===== src/logic/cw_route_pkg.sv =====
`default_nettype none

package cw_route_pkg;

   // basic bus types
   typedef logic [7:0]  reg_addr_t;   // host register address
   typedef logic [7:0]  reg_byte_t;   // one data byte on the host bus
   typedef logic [63:0] ioroute_t;    // eight routing bytes, byte 0 at lsb

   localparam int IOR_BYTES = 8;      // bytes in the routing register
   localparam int NUM_GPIO  = 4;      // target gpio lines
   localparam int TRIG_LINES = 5;     // nrst + io1..io4

   // register map
   localparam reg_addr_t CW_TRIGSRC_ADDR = 8'd39;
   localparam reg_addr_t CW_TRIGMOD_ADDR = 8'd40;
   localparam reg_addr_t CW_IOROUTE_ADDR = 8'd55;
   localparam reg_addr_t CW_IOREAD_ADDR  = 8'd58;

   // byte index inside the routing register
   localparam int IOR_GPIO1   = 0;    // gpio1..gpio4 follow at 0..3
   localparam int IOR_GLITCH  = 4;    // kept for readback only
   localparam int IOR_EXTRA   = 5;
   localparam int IOR_EXTGPIO = 6;

   // bits of a gpio routing byte
   localparam int GPIO_TX   = 0;
   localparam int GPIO_RX   = 1;
   localparam int GPIO_OC   = 4;      // drive low, gpio3 only
   localparam int GPIO_OCTX = 5;      // open collector tx, gpio3 only
   localparam int GPIO_LVL  = 6;
   localparam int GPIO_EN   = 7;

   // bits of the extra byte
   localparam int EXTRA_AVRPROG = 0;
   localparam int EXTRA_PWROFF  = 1;
   localparam int EXTRA_FAST    = 2;

   // trigger source register, enables start at nrst then io1..io4
   localparam int TRIGSRC_NRST = 1;
   localparam int TRIGSRC_MODE = 6;   // 2-bit combine mode at 7:6

   localparam logic [1:0] COMB_OR   = 2'd0;
   localparam logic [1:0] COMB_AND  = 2'd1;
   localparam logic [1:0] COMB_NAND = 2'd2;

   // trigger module code
   typedef logic [2:0] trig_mode_t;
   localparam trig_mode_t TRIG_EXT     = 3'd0;
   localparam trig_mode_t TRIG_ADVIO   = 3'd1;
   localparam trig_mode_t TRIG_SAD     = 3'd2;
   localparam trig_mode_t TRIG_DECODED = 3'd3;
   localparam trig_mode_t TRIG_TRACE   = 3'd4;

   typedef enum logic [1:0] {
      PWR_OFF,
      PWR_RAMP,
      PWR_ON
   } power_state_t;

endpackage

`default_nettype wire

===== src/logic/trig_select.sv =====
`timescale 1ns/100ps
`default_nettype none

module trig_select
   import cw_route_pkg::*;
(
   input  wire reg_byte_t  trigsrc_i,      // enables and combine mode
   input  wire trig_mode_t trigmod_i,      // which trigger module feeds trigger_o
   input  wire             trig_nrst_i,
   input  wire             trig_io1_i,
   input  wire             trig_io2_i,
   input  wire             trig_io3_i,
   input  wire             trig_io4_i,
   input  wire             trig_advio_i,
   input  wire             trig_sad_i,
   input  wire             trig_decoded_i,
   input  wire             trig_trace_i,
   output logic            trigger_ext_o,
   output logic            trigger_o
);

   logic [TRIG_LINES-1:0] trig_lines;
   logic [TRIG_LINES-1:0] trig_en;
   logic                  trig_or;
   logic                  trig_and;

   assign trig_lines = {trig_io4_i, trig_io3_i, trig_io2_i, trig_io1_i, trig_nrst_i};
   assign trig_en    = trigsrc_i[TRIGSRC_NRST +: TRIG_LINES];

   assign trig_or  = |(trig_lines & trig_en);   // any enabled line high
   assign trig_and = &(trig_lines | ~trig_en);  // masked lines count as high, so none enabled is 1

   // combine mode
   always_comb begin
      case (trigsrc_i[TRIGSRC_MODE +: 2])
         COMB_OR:   trigger_ext_o = trig_or;
         COMB_AND:  trigger_ext_o = trig_and;
         COMB_NAND: trigger_ext_o = ~trig_and;
         default:   trigger_ext_o = 1'b0;      // mode 3 unused
      endcase
   end

   // trigger module select
   always_comb begin
      case (trigmod_i)
         TRIG_EXT:     trigger_o = trigger_ext_o;
         TRIG_ADVIO:   trigger_o = trig_advio_i;
         TRIG_SAD:     trigger_o = trig_sad_i;
         TRIG_DECODED: trigger_o = trig_decoded_i;
         TRIG_TRACE:   trigger_o = trig_trace_i;
         default:      trigger_o = 1'b0;
      endcase
   end

endmodule

`default_nettype wire


===== config.mk =====
export PLATFORM = sky130hd
export DESIGN_NAME = trig_select
export DESIGN_NICKNAME = d
export VERILOG_FILES = /design/src/logic/cw_route_pkg.sv /design/src/logic/trig_select.sv
export SDC_FILE = /design/constraint.sdc
export NUM_CORES = 1
export LEC_CHECK = 0
export ABC_AREA = 1
export BUFFER_PORTS_ARGS = -buffer_cell sky130_fd_sc_hd__buf_2
export CAP_MARGIN = 5
export CORE_AREA = 2 2 39 41
export DETAILED_ROUTE_END_ITERATION = 16
export DIE_AREA = 0 0 41 43
export PLACE_DENSITY = 0.44
export SETUP_SLACK_MARGIN = 0.4
export SLEW_MARGIN = 20
export SYNTH_ARGS = -nofsm -noshare
export SYNTH_HDL_FRONTEND = slang
export SYNTH_SLANG_ARGS = --single-unit

===== constraint.sdc =====
create_clock -name vclk -period 0.8
set_input_delay 0.16 -clock vclk [all_inputs]
set_output_delay 0.16 -clock vclk [all_outputs]
set_load 0.03 [all_outputs]

* Word-level counts from Yosys, hierarchy flattened *
Index checks and enable logic that the tools add are counted.

word-level totals
  bits of input ports = 20
  logic and storage cells = 16
  output and inout bits = 2
  bits in registers = 0

operators by class
  bitwise operators = 4
  equal/unequal tests = 6
  reductions and logical operators = 4
  muxes and demuxes = 2

operator list
  operator              number
  $eq A3 B2 Y1 const B  2
  $and A5 B5 Y5         1
  $not A5 Y5            1
  $or A5 B5 Y5          1
  $pmux W1 S5           1
  $reduce_and A5 Y1     1
  $reduce_or A5 Y1      1
  $eq A3 B1 Y1 const B  1
  $eq A3 B3 Y1 const B  1
  $logic_not A3 Y1      1
  $pmux W1 S3           1
  $eq A2 B1 Y1 const B  1
  $eq A2 B2 Y1 const B  1
  $logic_not A2 Y1      1
  $not A1 Y1            1

* Longest topological paths before layout *
  word-level depth = 6
  mapped depth = 8
  mapped depth without buffers = 8

* Least setup slack after synthesis *
No wires, ideal clock.

  path type = input to output
  start point = in trig_io3_i
  end point = out trigger_ext_o
  stages = 7
  setup slack = -0.141 ns
  arrival = 0.781 ns
  buffers on the path = 0
  required time = 0.640 ns
  cell sequence = inv_1 > nand2_1 > nand2_1 > nor2_2 > nand2_1 > nand2_1 > and3_1

on the way
  longest elaborated chain between the ends = 4
  elaborated cells on any way between the ends = 6
  classes of those cells = mux: 1; bitwise: 3; reduce/logical: 2

RTL lines
  element             RTL line           source
  start: declaration  trig_select.sv:12  input wire trig_io3_i,
  $or A5 B5 Y5        trig_select.sv:31  assign trig_and = &(trig_lines | ~trig_en);
  $reduce_and A5 Y1   trig_select.sv:31
  $not A1 Y1          trig_select.sv:38  COMB_NAND: trigger_ext_o = ~trig_and;
  $pmux W1 S3 *       trig_select.sv:35  case (trigsrc_i[TRIGSRC_MODE +: 2])
  end: declaration    trig_select.sv:18  output logic trigger_ext_o,

Every way passes the cells marked *; elsewhere a longest branch is shown, timed or not.

* Worst setup path after layout *
  start point = in trig_io3_i
  end point = out trigger_o

on the way
  longest elaborated chain between the ends = 5
  elaborated cells on any way between the ends = 7
  classes of those cells = mux: 2; bitwise: 3; reduce/logical: 2

RTL lines
  element            RTL line           source
  $or A5 B5 Y5       trig_select.sv:31
  $reduce_and A5 Y1  trig_select.sv:31
  $not A1 Y1         trig_select.sv:38
  $pmux W1 S3 *      trig_select.sv:35
  $pmux W1 S5 *      trig_select.sv:45  case (trigmod_i)
  end: declaration   trig_select.sv:19  output logic trigger_o

Marked as above.

==> results.cfg <==
[layout]
flops_and_latches = 0
seq_area_um2 = 0
clkbuf_count = 0
layout.nets = 82
n_antenna_cell = 0
finalCoreUtilization_pct = 26.3
synthToLayoutAreaGrowth_pct = 112
layout.cells.non_filler = 76
drive_above_1_share_pct = 51.7
finish.instance_area_um2 = 364
fillerInstances = 160

[floorplan]
rows = 14
num_io_pins = 22
initial_utilization_pct = 12.4
dieHeight_um = 43
die_area_um2 = 1760
floorplan.die.width_um = 41
core_um2 = 1380

[status]
violations = setup timing
status = finished with violations

[min_path]
hold_class = input port to output port

[sta]
setup_violations = 2
timing.final.crit_share_pct = 131
drv_slew = 0
timing.hold.ws_ps = 728
rsz0062_at_grt = true
setup_ws_ps = -249
hold_viol = 0
fin_crit_ps = 1050
relSlewSlack_pct = 89.0
worst_pin_slew_ps = 163
max_freq_mhz = 953

[power]
p_int_uw = 107
swShare_pct = 47.8
leakagePower_uw = 0.000212
power_frac_seq_pct = 0
p_switching_uw = 97.8
p_comb_share_pct = 100.0
vdd_ir_drop_max_mv = 0.145
p_per_area_nw_per_um2 = 562
clockPowerShare_pct = 0
power_uw = 204

[critical_path]
crit_path_max_incr_delay_ps = 120
cp-end-kind = output port
worst-setup-path-type = input port to output port
cp_common_cell = nand2_2
crit_buf_inv = 3
cp_cell_sequence = buf_8 > inv_8 > nand2_2 > nand2_2 > nor2_2 > nand2_1 > nand2_2 > nand4_1 > nand2_2 > buf_6
crit_slowest_cell = buf_6
cp.arrival_ps = 890
crit_family = simple AND/OR/NAND/NOR gates
critPathLaunchType = input port
crit_fanout = 2
required_ps = 640

[drt]
num_vias = 284
vias_per_cell = 3.74
remaining_drc_errors = 0
ant_nets = 0
drt-pass1-iter-count = 2
drt_iter0_drc = 1
avgRoutedWirePerCell_um = 6.41
wirelength_um = 487

[global_route]
grtUsageTotal_pct = 6.29
overflow = 0
grt_start_max_net_pins = 6
grt_pass1_vias = 242
grt_pass1_wl_um = 848
antenna_found_initial = 0

[synth]
yosysSeqAreaShare_pct = 0
syn_area_per_cell_um2 = 4.40
yosys.cell_types.count = 11
synth_area_leaders = nand2_1, inv_1, nand4_1
synth_nets = 59
ys_warn_count = 0
yosysTopAreaCellShare_pct = 39.4
yosysTopAreaCell = nand2_1
synth_area_um2 = 171
postSynthCellCount = 39

[placement]
placed_cells = 76
placed_area_um2 = 324
portBuffers = 21
place.gp.congestion = 0.578
hpwl_um = 459

[cts]
cts_hold_buf = 0
cts_setup_buffers = 0

[job]
maxCapViolations = 0
## layout by cell type (no fill, tap or decap)
master	instances
nor2_1	3
o21a_1	1
nand4_1	2
inv_2	1
and3_4	1
inv_1	5
nand3_1	2
buf_6	4
o211ai_1	1
nand2_2	5
nand3b_1	1
nor3_1	1
inv_8	2
buf_8	1
nand2_1	13
buf_2	16
nor2_2	1
## worst paths after layout
path | startpoint | endpoint | cells past startpoint
max | trig_io3_i | trigger_o | 10
min | trigmod_i[0] | trigger_o | 5
## Yosys cell counts
cell and n:
nand2_1 18, inv_1 8, nor2_1 3, nand3_1 2
nand4_1 2, and3_1 1, nand3b_1 1, nor2_2 1
nor3_1 1, o211ai_1 1, o21a_1 1
## repair_timing
item,in CTS,in global routing
resized for setup,11,2
endpoints found under the setup margin,2,2
cloned,0,0
hold endpoints to repair,0,0
pin swaps,3,2
## logic make-up (layout without fill, tap and decap cells)
logic type	after synthesis	count (layout)	synth area share, %
and+or+nand+nor	29	29	73.7
AOI/OAI and AO/OA	2	2	8.76
buffers and inverters	8	29	17.5
## metrics by stage
| stage | TNS, ps | worst slack [ps] |
|---|---|---|
| floorplan | -93.1 | -54.0 |
| global placement | -702 | -354 |
| detailed placement | -735 | -368 |
| CTS | -511 | -259 |
| global route | -637 | -330 |
| finish | -493 | -249 |
## power groups by stage
stage | sequential (uW) | clock [uW] | combinational (uW)
final | 0 | 0 | 204
after global routing | 0 | 0 | 229
after CTS | 0 | 0 | 205
after detailed placement | 0 | 0 | 175
after global placement | 0 | 0 | 175
after floorplan | 0 | 0 | 96.0
## area by class of cell
cell class	instances	area, um2	area share, %
tap	16	20.0	5.50
multi-input combinational	31	159	43.6
timing repair buffer	21	140	38.5
inverter	8	45.0	12.4
## routing by layer
metal / vias to the layer above / GRT usage, % / part of all wire, %
met4: 0 / 0 / 0
met2: 9 / 10.6 / 44
met1: 111 / 8.86 / 47
met3: 0 / 0.524 / 9.0
li1: 164 / - / -
met5: - / 0 / 0
Power figures use the tool's default switching activity.
