--- config.mk ---
export PLATFORM = sky130hd
export DESIGN_NAME = target_power
export DESIGN_NICKNAME = d
export VERILOG_FILES = /design/src/logic/cw_route_pkg.sv /design/src/logic/target_power.sv
export SDC_FILE = /design/constraint.sdc
export NUM_CORES = 1
export LEC_CHECK = 0
export BUFFER_PORTS_ARGS = -buffer_cell sky130_fd_sc_hd__buf_4
export CORE_ASPECT_RATIO = 1.25
export CORE_MARGIN = 4
export CORE_UTILIZATION = 55
export DETAILED_ROUTE_END_ITERATION = 8
export GPL_TIMING_DRIVEN = 0
export PLACE_DENSITY = 0.79
export SETUP_SLACK_MARGIN = 0.3
export SLEW_MARGIN = 20
export SYNTH_ARGS = -nofsm -noshare
export SYNTH_HDL_FRONTEND = slang
export SYNTH_SLANG_ARGS = --single-unit
--- constraint.sdc ---
create_clock -name clk_usb -period 3.3 [get_ports clk_usb]
set_clock_uncertainty 0.05 [all_clocks]
set_input_delay 0.495 -clock clk_usb [delete_from_list [all_inputs] [get_ports clk_usb]]
set_output_delay 0.495 -clock clk_usb [all_outputs]
set_load 0.03 [all_outputs]
--- src/logic/cw_route_pkg.sv ---
`default_nettype none

package cw_route_pkg;

   // basic bus types
   typedef logic [7:0]  reg_addr_t;   // host register address
   typedef logic [7:0]  reg_byte_t;   // one data byte on the host bus
   typedef logic [63:0] ioroute_t;    // eight routing bytes, byte 0 at lsb

   localparam int IOR_BYTES = 8;      // bytes in the routing register
   localparam int NUM_GPIO  = 4;      // target gpio lines
   localparam int TRIG_LINES = 5;     // nrst + io1..io4

   // register map
   localparam reg_addr_t CW_TRIGSRC_ADDR = 8'd39;
   localparam reg_addr_t CW_TRIGMOD_ADDR = 8'd40;
   localparam reg_addr_t CW_IOROUTE_ADDR = 8'd55;
   localparam reg_addr_t CW_IOREAD_ADDR  = 8'd58;

   // byte index inside the routing register
   localparam int IOR_GPIO1   = 0;    // gpio1..gpio4 follow at 0..3
   localparam int IOR_GLITCH  = 4;    // kept for readback only
   localparam int IOR_EXTRA   = 5;
   localparam int IOR_EXTGPIO = 6;

   // bits of a gpio routing byte
   localparam int GPIO_TX   = 0;
   localparam int GPIO_RX   = 1;
   localparam int GPIO_OC   = 4;      // drive low, gpio3 only
   localparam int GPIO_OCTX = 5;      // open collector tx, gpio3 only
   localparam int GPIO_LVL  = 6;
   localparam int GPIO_EN   = 7;

   // bits of the extra byte
   localparam int EXTRA_AVRPROG = 0;
   localparam int EXTRA_PWROFF  = 1;
   localparam int EXTRA_FAST    = 2;

   // trigger source register, enables start at nrst then io1..io4
   localparam int TRIGSRC_NRST = 1;
   localparam int TRIGSRC_MODE = 6;   // 2-bit combine mode at 7:6

   localparam logic [1:0] COMB_OR   = 2'd0;
   localparam logic [1:0] COMB_AND  = 2'd1;
   localparam logic [1:0] COMB_NAND = 2'd2;

   // trigger module code
   typedef logic [2:0] trig_mode_t;
   localparam trig_mode_t TRIG_EXT     = 3'd0;
   localparam trig_mode_t TRIG_ADVIO   = 3'd1;
   localparam trig_mode_t TRIG_SAD     = 3'd2;
   localparam trig_mode_t TRIG_DECODED = 3'd3;
   localparam trig_mode_t TRIG_TRACE   = 3'd4;

   typedef enum logic [1:0] {
      PWR_OFF,
      PWR_RAMP,
      PWR_ON
   } power_state_t;

endpackage

`default_nettype wire
--- src/logic/target_power.sv ---
`timescale 1ns/100ps
`default_nettype none

module target_power
   import cw_route_pkg::*;
#(
   parameter int P_PWM_BITS  = 11,    // pwm period is 2**P_PWM_BITS cycles
   parameter int P_PWM_ON    = 1400,  // counts below this keep the switch off
   parameter int P_STEP_BITS = 14     // ramp length in pwm periods
) (
   input  wire  clk_usb,
   input  wire  reset,
   input  wire  power_off_bit_i,      // straight from the extra byte
   input  wire  fast_start_i,
   output logic power_off_o,
   output logic io_highz_o
);

   logic                   pwr_off_q;  // registered power-off level
   logic [P_PWM_BITS-1:0]  pwm_cnt;
   logic [P_STEP_BITS-1:0] step_cnt;
   logic                   pwm_wrap;
   logic                   step_done;
   logic                   pwm_low;
   power_state_t           state_q, state_d;

   always_ff @(posedge clk_usb) begin
      if (reset) begin
         pwr_off_q <= 1'b0;
      end else begin
         pwr_off_q <= power_off_bit_i;
      end
   end

   // free running pwm counter
   always_ff @(posedge clk_usb) begin
      if (reset) begin
         pwm_cnt <= '0;
      end else begin
         pwm_cnt <= pwm_cnt + 1'b1;
      end
   end

   assign pwm_wrap  = (pwm_cnt == '1);
   assign pwm_low   = (pwm_cnt < P_PWM_ON);
   assign step_done = (step_cnt == '1);

   // one step per pwm period, only while ramping
   always_ff @(posedge clk_usb) begin
      if (reset || state_q != PWR_RAMP) begin
         step_cnt <= '0;
      end else if (pwm_wrap && !step_done) begin
         step_cnt <= step_cnt + 1'b1;
      end
   end

   // state moves on the same edge as pwr_off_q, so the fall is seen here directly
   always_comb begin
      state_d = state_q;
      if (power_off_bit_i) begin
         state_d = PWR_OFF;                       // off wins from any state
      end else begin
         case (state_q)
            PWR_OFF:  if (pwr_off_q) state_d = fast_start_i ? PWR_ON : PWR_RAMP;
            PWR_RAMP: if (step_done) state_d = PWR_ON;
            PWR_ON:   state_d = PWR_ON;
            default:  state_d = PWR_OFF;
         endcase
      end
   end

   always_ff @(posedge clk_usb) begin
      if (reset) begin
         state_q <= PWR_OFF;
      end else begin
         state_q <= state_d;
      end
   end

   assign power_off_o = (state_q == PWR_RAMP) ? pwm_low : pwr_off_q; // pwm only during ramp
   assign io_highz_o  = pwr_off_q;

   a_off_holds_off: assert property (
      @(posedge clk_usb) disable iff (reset)
      (state_q == PWR_OFF && pwr_off_q) |-> power_off_o
   );

   a_on_stays_on: assert property (
      @(posedge clk_usb) disable iff (reset)
      (state_q == PWR_ON) |-> !power_off_o
   );

endmodule

`default_nettype wire

; Word-level counts from Yosys, hierarchy flattened
; Index checks and enable logic that the tools add are counted.
[word_totals]
register_bits = 28
in_bits = 4
out_inout_bits = 2
word_cells = 25
[op_classes]
add_sub_neg = 2
n_lt_le_gt_ge = 1
eq_ne = 7
n_mux = 5
reduce_logical = 6
[op_table]
columns = operator, n
row1 = 14-bit by 1-bit adder with 14-bit output (second input constant), 1
row2 = 14-bit == test (second input constant), 1
row3 = 11-bit by 1-bit adder with 11-bit output (second input constant), 1
row4 = 11-bit == test (second input constant), 1
row5 = 11-bit < comparator (second input constant), 1
row6 = 2-bit two-way mux, 3
row7 = 2-bit case mux with 3 select lines, 1
row8 = 2-bit inequality test (second input constant), 2
row9 = 2-bit by 1-bit == test with 1-bit output (second input constant), 1
row10 = 2-bit == test (second input constant), 1
row11 = 2-bit logical NOT, 1
row12 = 2-bit by 1-bit inequality test with 1-bit output (second input constant), 1
row13 = 2-bit AND reduction, 1
row14 = 2-bit OR reduction, 1
row15 = 1-bit logical AND, 1
row16 = 1-bit logical NOT, 1
row17 = 1-bit logical OR, 1
row18 = 1-bit two-way mux, 1

; Logic depth before layout (Yosys ltp)
[logic_depth]
word_depth = 3
depth_mapped = 6

; Least setup slack after synthesis
; No wires, ideal clock.
[synth_timing]
path_kind = register to register
from = register pwm_cnt[0]
to = register step_cnt[10]
setup_ns = 0.121
arrival_time_ns = 1.825
setup_slack_ns = 1.304
stages_incl_launch_ff = 7
path_buffers = 1
period_less_slack_ns = 1.996
path_cell_list = dfxtp_1 ha_1 nand3_1 or4_1 buf_2 and4bb_2 mux2_2
[synth_via]
elab_chain_len = 2
[synth_rtl]
columns = element, line_no
row1 = from (decl), target_power.sv:20  ; logic [P_PWM_BITS-1:0] pwm_cnt;
row2 = from (signal assigned), target_power.sv:40  ; pwm_cnt <= pwm_cnt + 1'b1;
row3 = 11-bit == test, target_power.sv:44  ; assign pwm_wrap = (pwm_cnt == '1);
row4 = 1-bit logical AND, target_power.sv:52  ; end else if (pwm_wrap && !step_done) begin
row5 = to (signal assigned), target_power.sv:53  ; step_cnt <= step_cnt + 1'b1;
row6 = to (decl), target_power.sv:21  ; logic [P_STEP_BITS-1:0] step_cnt;
; No other way between the ends.
; A chain may end at the register's enable or synchronous reset.

; Worst setup path after layout
[layout_timing]
from = register step_cnt[0]
to = register step_cnt[1]
[layout_via]
elab_chain_len = 3
elab_cells_between_ends = 4
classes_between = 1 x add/sub / 1 x eq/ne / 2 x reduce/logical
[layout_rtl]
columns = element
row1 = "parallel branches: the longest is 3 deep, another holds 14-bit by 1-bit adder with 14-bit output"
; Parallel ways; which one is timed is not known.

==> impl_results.md <==
* Register area at 561 um2
* Pwr dens at 355 nW/um2
* Clock transition at path regs at 0.15 ns
* First-pass GRT wire length at 5240 um
* Cells after Synth at 162
* Area delta synth->final at 8.17%
* Worst reg2reg setup slack at 0.91 ns
* Ant diodes at 0
* Top cells by area, synth: dfxtp_1 40%, o31ai_1 5.9%, or4_1 5.9%, a21oi_1 5.3%, ha_1 4.4%
* Clk buf depth at 2
* Final non-filler cell area at ~1500 um2
* Syn_nets at ~170
* Chip height at 64.6 um
* Max Slew Vio Count at 0
* Drt drc at 0
* Root buffer cell: clkbuf_4
* CP max FO at 10
* Leading area contributor after synthesis: dfxtp_1
* Boundary Pins at 6
* DP Cell Count at 200
* Number of hold violations in the final report at 0
* Final setup fails at 0
* Crit-path cells: ha_1, nand4_1, nor4_1, clkbuf_1, o21ai_0, a21oi_1
* Fin nets at ~180
* Initial antenna violation count at 0
* Worst vdd ir at about 250 uV
* Clock Sinks at 28
* CP startpoint kind: flip-flop
* Share of layout cells above drive strength 1 at 9.94%
* Fill cell count at 245
* CTS H-tree depth at 1
* Synth top area share at between 30 and 40%
* Antenna viol nets, final at 0
* Die footprint at 3440 um2
* Setup TNS at 0 ns
* Synthesized area at 1410 um2
* Vias in the first global route at 1271
* Drt wl/cell at 13.9 um
* RSZ-0062 raised after global routing: false
* DR vias at approximately 1200
* Synth cell types at 34
* Total power at 0.540 mW
* Post-route insts no fill at 204
* CTS Hold Bufs at 0
* Slew @ Worst Pin at slightly below 0.9 ns
* CTS tree: built
* Num CTS Buffers at 3
* DRT Pass-1 Iters at 6
* Status: completed
* Pin count of the biggest net entering global routing at 16
* Max-slew headroom at 41.0%
* WP data required at 3.52 ns
* Multi-input combinational cell area at 813 um2
* Iter 0 DRT Violations at 34
* Min-Delay Path Class: input pin to flip-flop
* Grt total ovfl at 0
* DP Area at between 1000 and 1500 um2
* Vias per Instance at 6.06
* Max Fclk at between 0.4 and 0.5 GHz
* Post-CTS sizing at 0
* Die width at 53.3 um
* Pleak at ~0.46 nW
* Synth warn at 0
* Crit share post-route at 72.3%
* Avg Inst Size Synth at 8.70 um2
* Slowest CP cell: nor4_1
* Max_cap viols at 0
* CP Data Arrival Time at about 2.6 ns
* Worst-Skew Late Latency at 0.33 ns
* GRT Util Overall at 19.1%
* Post-CTS Setup Inserts at 0
* GPL Wtd Cong at just under 0.9
* Worst path max stage delay at slightly above 0.7 ns
* Kind of critical path: flip-flop to flip-flop
* Drt total wl at between 2000 and 3000 um
* Port Buffers at 5
* Worst setup EP type: flip-flop
* Core area at 2450 um2
* Min Tclk post-route at between 2 and 2.5 ns
* Core Util, Final at 62.1%
* Seq/Total Area, Yosys at between 30% and 40%
* Initial Util at 57.4%
* Post-synthesis register bit count at 28
* Post-DP HPWL at 2160 um
* Rows at 20
-- layer usage --
metal | wire, um | vias up | GRT usage (%) | part of all wire (%)
met1 | 1230 | 579 | 23.6 | 43
met2 | 1500 | 24 | 33.1 | 53
met5 | 0 | - | 0 | 0
met3 | 90 | 2 | 2.07 | 3.2
met4 | 19 | 0 | 7.03 | 0.67
li1 | - | 632 | - | -
-- critical path, delay by kind of cell (launching register included) --
kind	cells	cell delay (ns)
simple gates	2	0.90
flops	1	0.43
buf+inv	1	0.38
compound gates	2	0.30
fa+ha+maj	1	0.27
-- cell usage in the layout, fill, tap and decap left out, drive strengths merged, types with 2 or more instances in the layout --
cell type,instances
nor4,3
o211ai,3
nand3b,2
nand4,7
xor2,3
nor2b,3
dfxtp,28
nand2,6
or2,2
and4,3
ha,5
nor2,13
buf,6
o21a,2
o21ai,5
clkbuf,8
or3,3
o31ai,11
nor3,5
a21oi,15
nand3,8
or4,11
inv,4
xnor2,4
and3,4
nand2b,2
-- report_power, final --
part / switching, mW / total (mW) / leakage [nW] / internal [mW]
sequential: 0.00428 / 0.347 / 0.226 / 0.343
clock: 0.0980 / 0.166 / 0.0210 / 0.0675
combinational: 0.0158 / 0.0278 / 0.216 / 0.0120
-- area by class of cell --
cell class	count	share of cell area, %
timing repair buffer	5	2.46
inverter	4	0.985
sequential	28	36.8
tap	33	2.71
clock buffer	4	2.38
multi-input combinational	125	53.4
buffer	5	1.31
-- worst paths after layout --
kind,start,endpoint,cells past startpoint
max,step_cnt[0],step_cnt[1],6
min reg2reg,pwm_cnt[0],pwm_cnt[0],1
min,reset,io_highz_o,2
max reg2reg,step_cnt[0],step_cnt[1],6
-- cells in the mapped netlist, drive strengths merged --
cell type	instances
or3	3
o211ai	3
nand2	6
xor2	3
and2	1
and4bb	1
nor4	3
a41oi	1
o31ai	11
and4	3
nand2b	2
o21a	2
nand3b	2
dfxtp	28
xnor2	4
nor3	5
buf	1
inv	4
nor2	13
and3	4
o21ai	5
mux2	1
nor2b	3
o41a	1
clkbuf	4
ha	5
or2	2
nand4	7
or4	11
a21oi	15
nand3	8
-- logic make-up (layout without fill, tap and decap cells) --
| logic type | Yosys count | count (layout) | share of synthesized area [%] |
|---|---|---|---|
| AND/OR/NAND/NOR | 74 | 74 | 31.1 |
| AO/OA/AOI/OAI | 38 | 38 | 17.1 |
| flip-flops | 28 | 28 | 39.8 |
| buffers and inverters | 9 | 18 | 2.49 |
| XOR/XNOR | 7 | 7 | 4.35 |
| adder cells (fa/ha/maj) | 5 | 5 | 4.44 |
| multiplexers | 1 | 1 | 0.799 |
-- registers in the layout, summed over array words and instances, names as in the netlist --
| register | flops |
|---|---|
| io_highz_o | 1 |
| pwm_cnt | 11 |
| state_q | 2 |
| step_cnt | 14 |
-- metrics by stage --
stage	worst slack (ns)	hold WS, ns
4_1_cts	0.920	0.288
3_3_place_gp	0.986	0.380
6_report	0.913	0.299
2_1_floorplan	1.30	0.368
3_5_place_dp	0.966	0.401
5_1_grt	0.675	0.314
Note: power is estimated with default switching activity, not from simulation.
