<file path="src/logic/cw_route_pkg.sv">
`default_nettype none

package cw_route_pkg;

   // basic bus types
   typedef logic [7:0]  reg_addr_t;   // host register address
   typedef logic [7:0]  reg_byte_t;   // one data byte on the host bus
   typedef logic [63:0] ioroute_t;    // eight routing bytes, byte 0 at lsb

   localparam int IOR_BYTES = 8;      // bytes in the routing register
   localparam int NUM_GPIO  = 4;      // target gpio lines
   localparam int TRIG_LINES = 5;     // nrst + io1..io4

   // register map
   localparam reg_addr_t CW_TRIGSRC_ADDR = 8'd39;
   localparam reg_addr_t CW_TRIGMOD_ADDR = 8'd40;
   localparam reg_addr_t CW_IOROUTE_ADDR = 8'd55;
   localparam reg_addr_t CW_IOREAD_ADDR  = 8'd58;

   // byte index inside the routing register
   localparam int IOR_GPIO1   = 0;    // gpio1..gpio4 follow at 0..3
   localparam int IOR_GLITCH  = 4;    // kept for readback only
   localparam int IOR_EXTRA   = 5;
   localparam int IOR_EXTGPIO = 6;

   // bits of a gpio routing byte
   localparam int GPIO_TX   = 0;
   localparam int GPIO_RX   = 1;
   localparam int GPIO_OC   = 4;      // drive low, gpio3 only
   localparam int GPIO_OCTX = 5;      // open collector tx, gpio3 only
   localparam int GPIO_LVL  = 6;
   localparam int GPIO_EN   = 7;

   // bits of the extra byte
   localparam int EXTRA_AVRPROG = 0;
   localparam int EXTRA_PWROFF  = 1;
   localparam int EXTRA_FAST    = 2;

   // trigger source register, enables start at nrst then io1..io4
   localparam int TRIGSRC_NRST = 1;
   localparam int TRIGSRC_MODE = 6;   // 2-bit combine mode at 7:6

   localparam logic [1:0] COMB_OR   = 2'd0;
   localparam logic [1:0] COMB_AND  = 2'd1;
   localparam logic [1:0] COMB_NAND = 2'd2;

   // trigger module code
   typedef logic [2:0] trig_mode_t;
   localparam trig_mode_t TRIG_EXT     = 3'd0;
   localparam trig_mode_t TRIG_ADVIO   = 3'd1;
   localparam trig_mode_t TRIG_SAD     = 3'd2;
   localparam trig_mode_t TRIG_DECODED = 3'd3;
   localparam trig_mode_t TRIG_TRACE   = 3'd4;

   typedef enum logic [1:0] {
      PWR_OFF,
      PWR_RAMP,
      PWR_ON
   } power_state_t;

endpackage

`default_nettype wire
</file>
<file path="src/logic/cw_reg_bank.sv">
`timescale 1ns/100ps
`default_nettype none

module cw_reg_bank
   import cw_route_pkg::*;
#(
   parameter int P_BYTECNT_BITS = 7
) (
   input  wire                      clk_usb,
   input  wire                      reset,
   input  wire reg_addr_t           reg_address_i,
   input  wire [P_BYTECNT_BITS-1:0] reg_bytecnt_i,   // byte within a multi-byte register
   input  wire reg_byte_t           reg_datai_i,
   input  wire                      reg_read_i,
   input  wire                      reg_write_i,
   input  wire [NUM_GPIO-1:0]       pins_i,          // resolved target pin levels
   output reg_byte_t                reg_datao_o,
   output reg_byte_t                trigsrc_o,
   output trig_mode_t               trigmod_o,
   output ioroute_t                 ioroute_o
);

   localparam reg_byte_t TRIGSRC_RST = 8'h20;                 // io4 enabled in or mode
   localparam ioroute_t  IOROUTE_RST = 64'h0000_0000_0000_0201; // gpio1 tx and gpio2 rx

   reg_byte_t           trigsrc_q;
   reg_byte_t           trigmod_q;     // bits above the code read back only
   ioroute_t            ioroute_q;
   logic [NUM_GPIO-1:0] ioread_q;      // pin levels of the last edge

   logic [2:0] byte_sel;
   logic       byte_ok;

   assign byte_sel = reg_bytecnt_i[2:0];
   assign byte_ok  = (reg_bytecnt_i < IOR_BYTES); // counts past the last byte are dropped

   // host writes
   always_ff @(posedge clk_usb) begin
      if (reset) begin
         trigsrc_q <= TRIGSRC_RST;
         trigmod_q <= '0;
         ioroute_q <= IOROUTE_RST;
      end else if (reg_write_i) begin
         case (reg_address_i)
            CW_TRIGSRC_ADDR: trigsrc_q <= reg_datai_i;  // front panel bit 0 is only stored
            CW_TRIGMOD_ADDR: trigmod_q <= reg_datai_i;
            CW_IOROUTE_ADDR: begin
               if (byte_ok) begin
                  ioroute_q[byte_sel*8 +: 8] <= reg_datai_i;
               end
            end
            default: ;                                   // read-only or unmapped
         endcase
      end
   end

   // one sampled level per gpio on every edge
   always_ff @(posedge clk_usb) begin
      if (reset) begin
         ioread_q <= '0;
      end else begin
         ioread_q <= pins_i;
      end
   end

   // readback mux that stays at zero while the bus is idle
   always_comb begin
      reg_datao_o = '0;
      if (reg_read_i) begin
         case (reg_address_i)
            CW_TRIGSRC_ADDR: reg_datao_o = trigsrc_q;
            CW_TRIGMOD_ADDR: reg_datao_o = trigmod_q;
            CW_IOROUTE_ADDR: begin
               if (byte_ok) begin
                  reg_datao_o = ioroute_q[byte_sel*8 +: 8];
               end
            end
            CW_IOREAD_ADDR:  reg_datao_o = reg_byte_t'(ioread_q); // upper nibble zero
            default:         reg_datao_o = '0;
         endcase
      end
   end

   assign trigsrc_o = trigsrc_q;
   assign trigmod_o = trigmod_q[2:0];   // module code only
   assign ioroute_o = ioroute_q;        // glitch byte goes out but nothing uses it

   // the shared host read bus must stay quiet unless this bank is read
   a_idle_bus_zero: assert property (
      @(posedge clk_usb) disable iff (reset)
      !reg_read_i |-> (reg_datao_o == '0)
   );

endmodule

`default_nettype wire

</file>
<file path="config.mk">
export PLATFORM = sky130hd
export DESIGN_NAME = cw_reg_bank
export DESIGN_NICKNAME = d
export VERILOG_FILES = /design/src/logic/cw_route_pkg.sv /design/src/logic/cw_reg_bank.sv
export SDC_FILE = /design/constraint.sdc
export NUM_CORES = 1
export LEC_CHECK = 0
export BUFFER_PORTS_ARGS = -buffer_cell sky130_fd_sc_hd__buf_4
export CORE_UTILIZATION = 25
export CTS_CLUSTER_DIAMETER = 30
export DETAILED_ROUTE_END_ITERATION = 6
export SYNTH_ARGS = -nofsm -noshare
export SYNTH_HDL_FRONTEND = slang
export SYNTH_SLANG_ARGS = --single-unit
export TNS_END_PERCENT = 5
</file>
<file path="constraint.sdc">
create_clock -name clk_usb -period 2.7 [get_ports clk_usb]
set_input_delay 0.27 -clock clk_usb [delete_from_list [all_inputs] [get_ports clk_usb]]
set_output_delay 0.27 -clock clk_usb [all_outputs]
set_load 0.01 [all_outputs]
</file>
## Yosys cells after proc, flatten, opt, wreduce, memory -nomap -nowiden

Index checks and enable logic that the tools add are counted.

| word-level totals | value |
|---|---|
| flip-flop bits (word level) | 84 |
| output and inout bits | 83 |
| word-level logic and storage cells | 20 |
| input port bits | 31 |

| cells by class | value |
|---|---|
| shift-type cells | 3 |
| reductions and logical operators | 3 |
| muxes and demuxes | 4 |
| order comparisons | 1 |
| eq/ne operators | 4 |
| add/subtract/negate cells | 1 |

Operators with widths:

| operator | count |
|---|---|
| $bwmux 64 | 1 |
| $shift 8x34->64 const A | 1 |
| $shiftx 64x7->8 | 1 |
| $shiftx 8x34->64 | 1 |
| $neg 6->34 | 1 |
| $eq 8x6->1 const B | 4 |
| $pmux 8 s4 | 1 |
| $mux 8 | 2 |
| $lt 7x4->1 const B | 1 |
| $reduce_and 2->1 | 2 |
| $reduce_and 3->1 | 1 |

## Logic depth before layout (Yosys ltp)

Gate-level depths: netlist of run 1.

| logic depth | value |
|---|---|
| depth in word-level cells | 4 |
| depth in mapped cells | 11 |
| gate-level depth less buffers | 7 |

## Least setup slack after synthesis of run 1

OpenSTA, ideal clock, no wires.

| timing path | value |
|---|---|
| path type | input to register |
| start | in reg_bytecnt_i[1] |
| end | reg ioroute_q[40], in the netlist ioroute_o[40] |
| stages on the path | 11 |
| arrival time | 2.806 ns |
| setup slack | -0.221 ns |
| setup time | 0.116 ns |
| path through | clkbuf_1 > clkbuf_1 > inv_1 > ha_1 > ha_1 > nor2_1 > or4b_1 > buf_2 > or2_0 > buf_2 > a31o_1 |

| on the way | value |
|---|---|
| word-level cells in the longest chain between the ends | 3 |
| elaborated cells between the ends (all ways) | 6 |
| those cells by class | 1 x add/sub; 1 x order compare; 2 x shift; 1 x mux; 1 x reduce/logical |

RTL lines:

| what | line | source |
|---|---|---|
| from (decl) | cw_reg_bank.sv:12 | `input wire [P_BYTECNT_BITS-1:0] reg_bytecnt_i,` |
| $neg 6->34 | cw_reg_bank.sv:49 | `ioroute_q[byte_sel*8 +: 8] <= reg_datai_i;` |
| $shiftx 8x34->64 / $shift 8x34->64 (equally long branches) | cw_reg_bank.sv:49 |  |
| $bwmux 64 | cw_reg_bank.sv:49 |  |
| to (signal, indexed assignment) | cw_reg_bank.sv:49 |  |
| to (decl) | cw_reg_bank.sv:28 | `ioroute_t ioroute_q;` |

Several ways; a longest one is shown, not always the timed one.
A chain may end at the register's enable or synchronous reset.

## Worst setup path in the final report of run 1

| timing path | value |
|---|---|
| start | in reg_bytecnt_i[0] |
| end | out reg_datao_o[5] |

| on the way | value |
|---|---|
| word-level cells in the longest chain between the ends | 4 |
| elaborated cells between the ends (all ways) | 5 |
| those cells by class | 1 x order compare; 1 x shift; 3 x mux |

RTL lines:

| what | line | source |
|---|---|---|
| $shiftx 64x7->8 / $lt 7x4->1 (equally long branches) | cw_reg_bank.sv:75, cw_reg_bank.sv:35 |  |
| $mux 8 (*) | cw_reg_bank.sv:74 | `if (byte_ok) begin` |
| $pmux 8 s4 (*) | cw_reg_bank.sv:70 | `case (reg_address_i)` |
| $mux 8 (*) | cw_reg_bank.sv:69 | `if (reg_read_i) begin` |
| to (decl) | cw_reg_bank.sv:17 | `output reg_byte_t reg_datao_o,` |

Every way passes the cells marked *; elsewhere a longest branch is shown, timed or not.

==> out/qor.txt, run 1 <==
Outcome -> finished, final reports clean
Remaining Overflow, GRT -> 0
Antenna diode count -> 0
Util after Layout -> 34.3%
Clock slew at reported path FFs -> 0.06 ns
Max-cap viol count -> 0
Setup TNS -> 0 ns
Hold-fix buffers, CTS -> 0
Synth top area cells -> dfxtp_1 (41%), mux4_2 (8.8%), o211ai_1 (6.6%)
Hold path endpoint -> ioread_q[0]$_SDFF_PP0_
CORE AREA -> 0.0159 sq mm
Worst EP arrival -> 1.91 ns
Setup crit start kind -> input pin
Die H -> 130 microns
Post-route cell area -> 0.00545 sq mm
Worst-path maximum fanout -> 23
Post-CTS Setup Bufs -> 0
Residual DRC count -> 0
RSZ-0062 raised after global routing -> no
H-tree depth -> 3
Post-cts resize count -> 0
Largest net degree at the start of global routing -> 57
Leakage -> 2.07 nW
Critical Path Sink Type -> primary output
First-pass GRT wire length -> 23.2 mm
Clock Tree Buf Depth -> 2
Flops & latches, synth -> 84
Area grow syn2layout -> 33.8%
Fill cells -> 1,652
Ports -> 114
Pwr Density -> 481 mW/mm^2
Vias in the first global route -> 4,124
DR iter-0 viols -> 514
Most common cell in the synthesized netlist -> dfxtp_1
Final Hold Fails -> 0
Clk Latency, worst-skew pair -> 0.33 ns
Hold Path Depth -> 2
Remaining antenna violation count -> 0
Fin crit share -> 80.8%
Syn Nets -> 480
Dpl hpwl -> 11.6 mm
Worst vdd ir -> 0.000281 V
WP data required -> 2.43 ns
Fraction of layout cells with a size suffix above 1 -> 31.9%
Post-synth ARST share -> 0%
Port Buffers -> 113
# setup viols final -> 0
Syn_area_per_cell -> 9.18 sq um
Die width -> 130 microns
CTS tree -> built
Post-synth top cells -> dfxtp_1 (84), o21ai_0 (48), nand2_1 (38)
R2R setup slack -> 1.88 ns
Synth cell types -> 44
Least-Margin Pin Slew -> 0.626 ns
Via Count -> 4,117
First-pass DRT Iterations -> 5
Synthesized instance count -> 444
GRT Util Overall -> 18.3%
Worst r2r src -> ioroute_o[0]$_SDFFE_PP1P_
Final Total Pwr -> 2.62 mW
Worst reg2reg path endpoint -> ioroute_o[0]$_SDFFE_PP1P_
Initial Util -> 25.7%
WL final -> 15.1 mm
Die outline area -> 0.0168 sq mm
Synth Flop Type -> dfxtp_1
Initial antenna violation count -> 0
Min Hold Slack -> 0.149 ns
DR vias/cell -> 5.37
Nets -> 582
Setup CP Type -> input pin to primary output
Total CTS buffers -> 9
Netlist Area Pre-Place -> 0.00408 sq mm
Final GP Congestion -> 0.860
Hold/Removal Path Class -> input pin to flop
Top cell type's share of synthesized area -> 41.3%
Register area share after synthesis -> 41.3%
Yosys warns -> 0
Placed instance area -> 0.00517 sq mm
Worst slew margin -> 58.2%
Min-delay src -> pins_i[0]
Post-synth EDFFs -> 0
R2R cell count -> 2
Root buf cell -> clkbuf_16
Max-slew violation count -> 0
Max Freq -> 0.458 GHz
Largest area contributor in the netlist -> dfxtp_1
Drt wl/cell -> 19.7 microns
Final critical-path required period -> 2.18 ns
FP Rows -> 46
Clock skew -> 0 ns
Clk sinks -> 84
[worst max path at each step]
stage | from | to | cells after the start | slack, ns
2_1_floorplan | reg_bytecnt_i[1] | ioroute_o[40]$_SDFFE_PP0P_ | 11 | 0.06
3_3_place_gp | reg_bytecnt_i[6] | ioroute_o[40]$_SDFFE_PP0P_ | 5 | 0.33
3_5_place_dp | reg_bytecnt_i[6] | ioroute_o[60]$_SDFFE_PP0P_ | 6 | 0.32
4_1_cts | reg_bytecnt_i[0] | reg_datao_o[5] | 7 | 0.51
5_1_grt | reg_bytecnt_i[0] | reg_datao_o[5] | 7 | 0.42
6_report | reg_bytecnt_i[0] | reg_datao_o[5] | 7 | 0.52
[cell usage in the layout, fill, tap and decap left out, types with 4 or more instances in the layout]
master,count
or2_0,4
o21ai_0,48
a21oi_1,23
nor2b_1,4
ha_1,5
o2bb2ai_1,4
nand2_1,38
mux4_2,16
clkbuf_16,9
nand4_1,17
a31o_1,11
o21ai_1,9
buf_4,133
dfxtp_1,84
a22oi_1,8
nor2_1,14
nor3_1,18
nand3_1,10
inv_1,5
mux2i_1,12
o211ai_1,36
[final cells by class]
type / instances / area [sq um] / share of cell area (%)
tap: 216 / 270 / 4.96
inverter: 6 / 22.5 / 0.413
sequential: 84 / 1680 / 30.8
multi-input combinational: 312 / 2190 / 40.2
clock buffer: 11 / 253 / 4.63
timing repair buffer: 133 / 998 / 18.3
clock inverter: 5 / 35.0 / 0.642
[power breakdown]
part / switching [mW] / internal (mW) / total [mW]
Combinational: 0.119 / 0.0750 / 0.194
Clock: 0.508 / 0.675 / 1.18
Sequential: 0.00133 / 1.24 / 1.24
Total: 0.628 / 1.99 / 2.62
[cell families (layout without fill, tap and decap cells)]
| family | count (synthesis) | after routing | share of synthesized area [%] |
|---|---|---|---|
| AOI/OAI and AO/OA | 145 | 145 | 22.4 |
| adders and majority gates | 5 | 5 | 1.54 |
| buffers and inverters | 48 | 155 | 5.04 |
| DFF | 84 | 84 | 41.3 |
| muxes | 31 | 31 | 12.6 |
| and+or+nand+nor | 131 | 131 | 17.1 |
[per-layer routing]
metal | share of wire [%] | GRT usage, % | vias up
met2 | 48 | 31.0 | 200
met5 | 0 | 0 | -
li1 | - | - | 1894
met1 | 42 | 23.1 | 1999
met3 | 7.8 | 3.30 | 24
met4 | 2.0 | 7.05 | 0
[per-stage QoR]
| step | cells | worst slack [ns] |
|---|---|---|
| 4_1_cts | 767 | 0.506 |
| 5_1_grt | 767 | 0.416 |
| 2_1_floorplan | 444 | 0.0613 |
| 3_3_place_gp | 751 | 0.333 |
| 6_report | 767 | 0.517 |
| 3_5_place_dp | 751 | 0.318 |
[sequential cells by signal, indices dropped and copies added (netlist names)]
register / cells
ioroute_o: 64
trigmod_q: 8
trigsrc_o: 8
ioread_q: 4
[worst max-delay path, stage by stage]
cell and delay, ns:
buf_4 0.09, buf_4 0.33, mux4_2 0.56, mux2_2 0.29, nand3_1 0.09, o21ai_0 0.11
buf_4 0.16
(Power assumes the default switching activity.)
==> inputs of run 2 (changes only) <==
- ABC_AREA: default -> 1
- clock period: 2.7 -> 1.9 ns (I/O delays scaled with it)
==> out/qor.txt, run 2 <==
Crit-path cells -> inv_1, o21ai_0, nand2_1, nand3_1, nand3_1, a21oi_1, buf_4
Final GP Congestion -> 0.919 (+6.9%)
Worst EP arrival -> 1.62 ns (-0.29 ns)
Family with the most delay on the worst path -> flip-flops
Setup TNS -> 0 ns (unchanged)
Largest register FFs -> 64 (unchanged)
Synthesized instance count -> 789 (+78%)
Residual DRC count -> 0 (unchanged)
Synth top area cells -> dfxtp_1 (35%), nand2_1 (18%), nand3_1 (11%)
Worst vdd ir -> 0.000380 V (+35%)
Placed cell count -> 1,124 (+50%)
Register area share after synthesis -> 35.0% (-6.2 points)
Top cell type's share of synthesized area -> 35.0% (-6.2 points)
Final worst setup slack -> 0.0894 ns (-0.428 ns)
Most common cell after layout, fill and taps aside -> nand2_1
Util after Layout -> 33.6% (-0.77 points)
Yosys warns -> 0 (unchanged)
Post-synth ARST share -> 0% (unchanged)
Largest net degree at the start of global routing -> 55 (-3.5%)
Post-route insts no fill -> 1,140 (+49%)
Max Freq -> 0.552 GHz
Initial antenna violation count -> 0 (unchanged)
Nets -> 937 (+61%)
Hold-fix buffers, CTS -> 0 (unchanged)
Fill cells -> 2,105 (+27%)
Clk Latency, worst-skew pair -> 0.35 ns (+0.02 ns)
Root buf cell -> clkbuf_16
Final Hold Fails -> 0 (unchanged)
Hold/Removal Path Class -> input pin to flop
Worst slew margin -> 65.2% (+7.0 points)
Syn_area_per_cell -> 6.08 sq um (-34%)
Clk sinks -> 84 (unchanged)
Max-slew violation count -> 0 (unchanged)
Clock skew -> 0 ns (unchanged)
GRT Util Overall -> 17.9% (-0.46 points)
# setup viols final -> 0 (unchanged)
Most frequent cells in the layout -> nand2_1 (225), buf_4 (140), nor2_1 (130), nand3_1 (106), inv_1 (103)
Synth Flop Type -> dfxtp_1
DR vias/cell -> 4.58 (-15%)
WP buf/inv -> 2 (-1)
Die width -> 141 microns (+8.4%)
First-pass GRT wire length -> 26.3 mm (+13%)
Most common cell in the synthesized netlist -> nand2_1
Via Count -> 5,218 (+27%)
Clock Tree Buf Depth -> 2 (unchanged)
FP Rows -> 50 (+8.7%)
Flops & latches, synth -> 84 (unchanged)
Clock slew at reported path FFs -> 0.07 ns (about the same)
Vias in the first global route -> 4,660 (+13%)
RSZ-0062 raised after global routing -> no
Worst slack, placed -> 0.0242 ns (-0.294 ns)
Drt wl/cell -> 15.2 microns (-23%)
Post-cts resize count -> 0 (unchanged)
WP data required -> 1.71 ns (-0.72 ns)
Remaining antenna violation count -> 0 (unchanged)
Post-route cell area -> 0.00630 sq mm (+16%)
H-tree depth -> 3 (unchanged)
Ports -> 114 (unchanged)
FF/Latch Area -> 0.00168 sq mm (unchanged)
Setup crit start kind -> flop
Port Buffers -> 113 (unchanged)
Largest area contributor in the netlist -> dfxtp_1
Setup CP Type -> flop to primary output
Max-cap viol count -> 0 (unchanged)
WL final -> 17.4 mm (+15%)
Fraction of layout cells with a size suffix above 1 -> 20.2% (-12 points)
Post-synth EDFFs -> 0 (unchanged)
Dpl hpwl -> 13.5 mm (+17%)
Outcome -> finished, final reports clean
Critical Path Sink Type -> primary output
Antenna diode count -> 0 (unchanged)
Syn Nets -> 825 (+72%)
First-pass DRT Iterations -> 5 (unchanged)
Least-Margin Pin Slew -> 0.520 ns (-0.106 ns)
Placed instance area -> 0.00595 sq mm (+15%)
Worst path most repeated cell -> nand3_1
Total CTS buffers -> 9 (unchanged)
Netlist Area Pre-Place -> 0.00480 sq mm (+18%)
Worst-path maximum fanout -> 2 (-91%)
CORE AREA -> 0.0188 sq mm (+18%)
Area grow syn2layout -> 31.2%
Fin crit share -> 95.3%
Initial Util -> 25.6% (-0.074 points)
CTS tree -> built
Final critical-path required period -> 1.81 ns
Pwr Density -> 684 mW/mm^2 (+42%)
Multi-input gate area in the final layout -> 0.00247 sq mm (+13%)
Critical-path top delay cell -> dfxtp_1
Remaining Overflow, GRT -> 0 (unchanged)
CP max stage delay -> 0.37 ns (-0.19 ns)
Die outline area -> 0.0198 sq mm (+18%)
Post-CTS Setup Bufs -> 0 (unchanged)
Leakage -> 3.24 nW (+56%)
Post-synth top cells -> nand2_1 (225), nor2_1 (132), nand3_1 (106)
Die H -> 141 microns (+8.4%)
Synth cell types -> 25 (-43%)
DR iter-0 viols -> 401 (-22%)
[run 2: cell type report]
type	count	share of cell area [%]
Clock inverter	7	1.95
Clock buffer	9	3.57
Tap cell	234	4.65
Multi-Input combinational cell	555	39.3
Inverter	109	6.53
Timing Repair Buffer	142	17.3
Sequential cell	84	26.7
[run 2: per-layer routing]
| layer | GRT usage (%) | routed length (microns) |
|---|---|---|
| met5 | 0 | 0 |
| met1 | 24.6 | 7970 |
| met3 | 3.43 | 1300 |
| met2 | 27.1 | 7570 |
| met4 | 7.72 | 513 |
[run 2: power by group]
part           internal [mW]  switching (mW)  leakage (nW)  total [mW]
clock                   1.29           0.771         0.163        2.06
sequential              1.77         0.00157         0.677        1.77
combinational          0.159           0.319          2.40       0.479
total                   3.22            1.09          3.24        4.31
[run 2: worst reg2reg max path, delay by kind of cell, from the launching register on]
family	cells	cell delay, ns
and+or+nand+nor	1	0.09
AOI/OAI and AO/OA	1	0.13
DFF	1	0.44
[run 2: path summary, 6_finish.rpt]
path	depth (start not counted)	slack (ns)	from	end
max reg2reg	2	1.18	ioroute_o[15]$_SDFFE_PP0P_	ioroute_o[15]$_SDFFE_PP0P_
min	3	0.04	pins_i[2]	ioread_q[2]$_SDFF_PP0_
max	7	0.09	ioroute_o[1]$_SDFFE_PP0P_	reg_datao_o[1]
min reg2reg	2	0.45	trigmod_q[5]$_SDFFE_PP0P_	trigmod_q[5]$_SDFFE_PP0P_
[run 2: metrics by stage]
stage | hold WS [ns] | power [mW]
3_5_place_dp | 0.410 | 2.28
5_1_grt | 0.0497 | 4.47
6_report | 0.0419 | 4.31
2_1_floorplan | 0.259 | 2.08
3_3_place_gp | 0.410 | 2.28
4_1_cts | 0.0354 | 4.35
[run 2: cell families after synthesis]
logic type | after synthesis | synth area share [%]
AND/OR/NAND/NOR | 489 | 43.2
buffers and inverters | 150 | 14.1
flip-flops | 84 | 35.0
AO/OA/AOI/OAI | 61 | 6.36
adder cells (fa/ha/maj) | 5 | 1.30
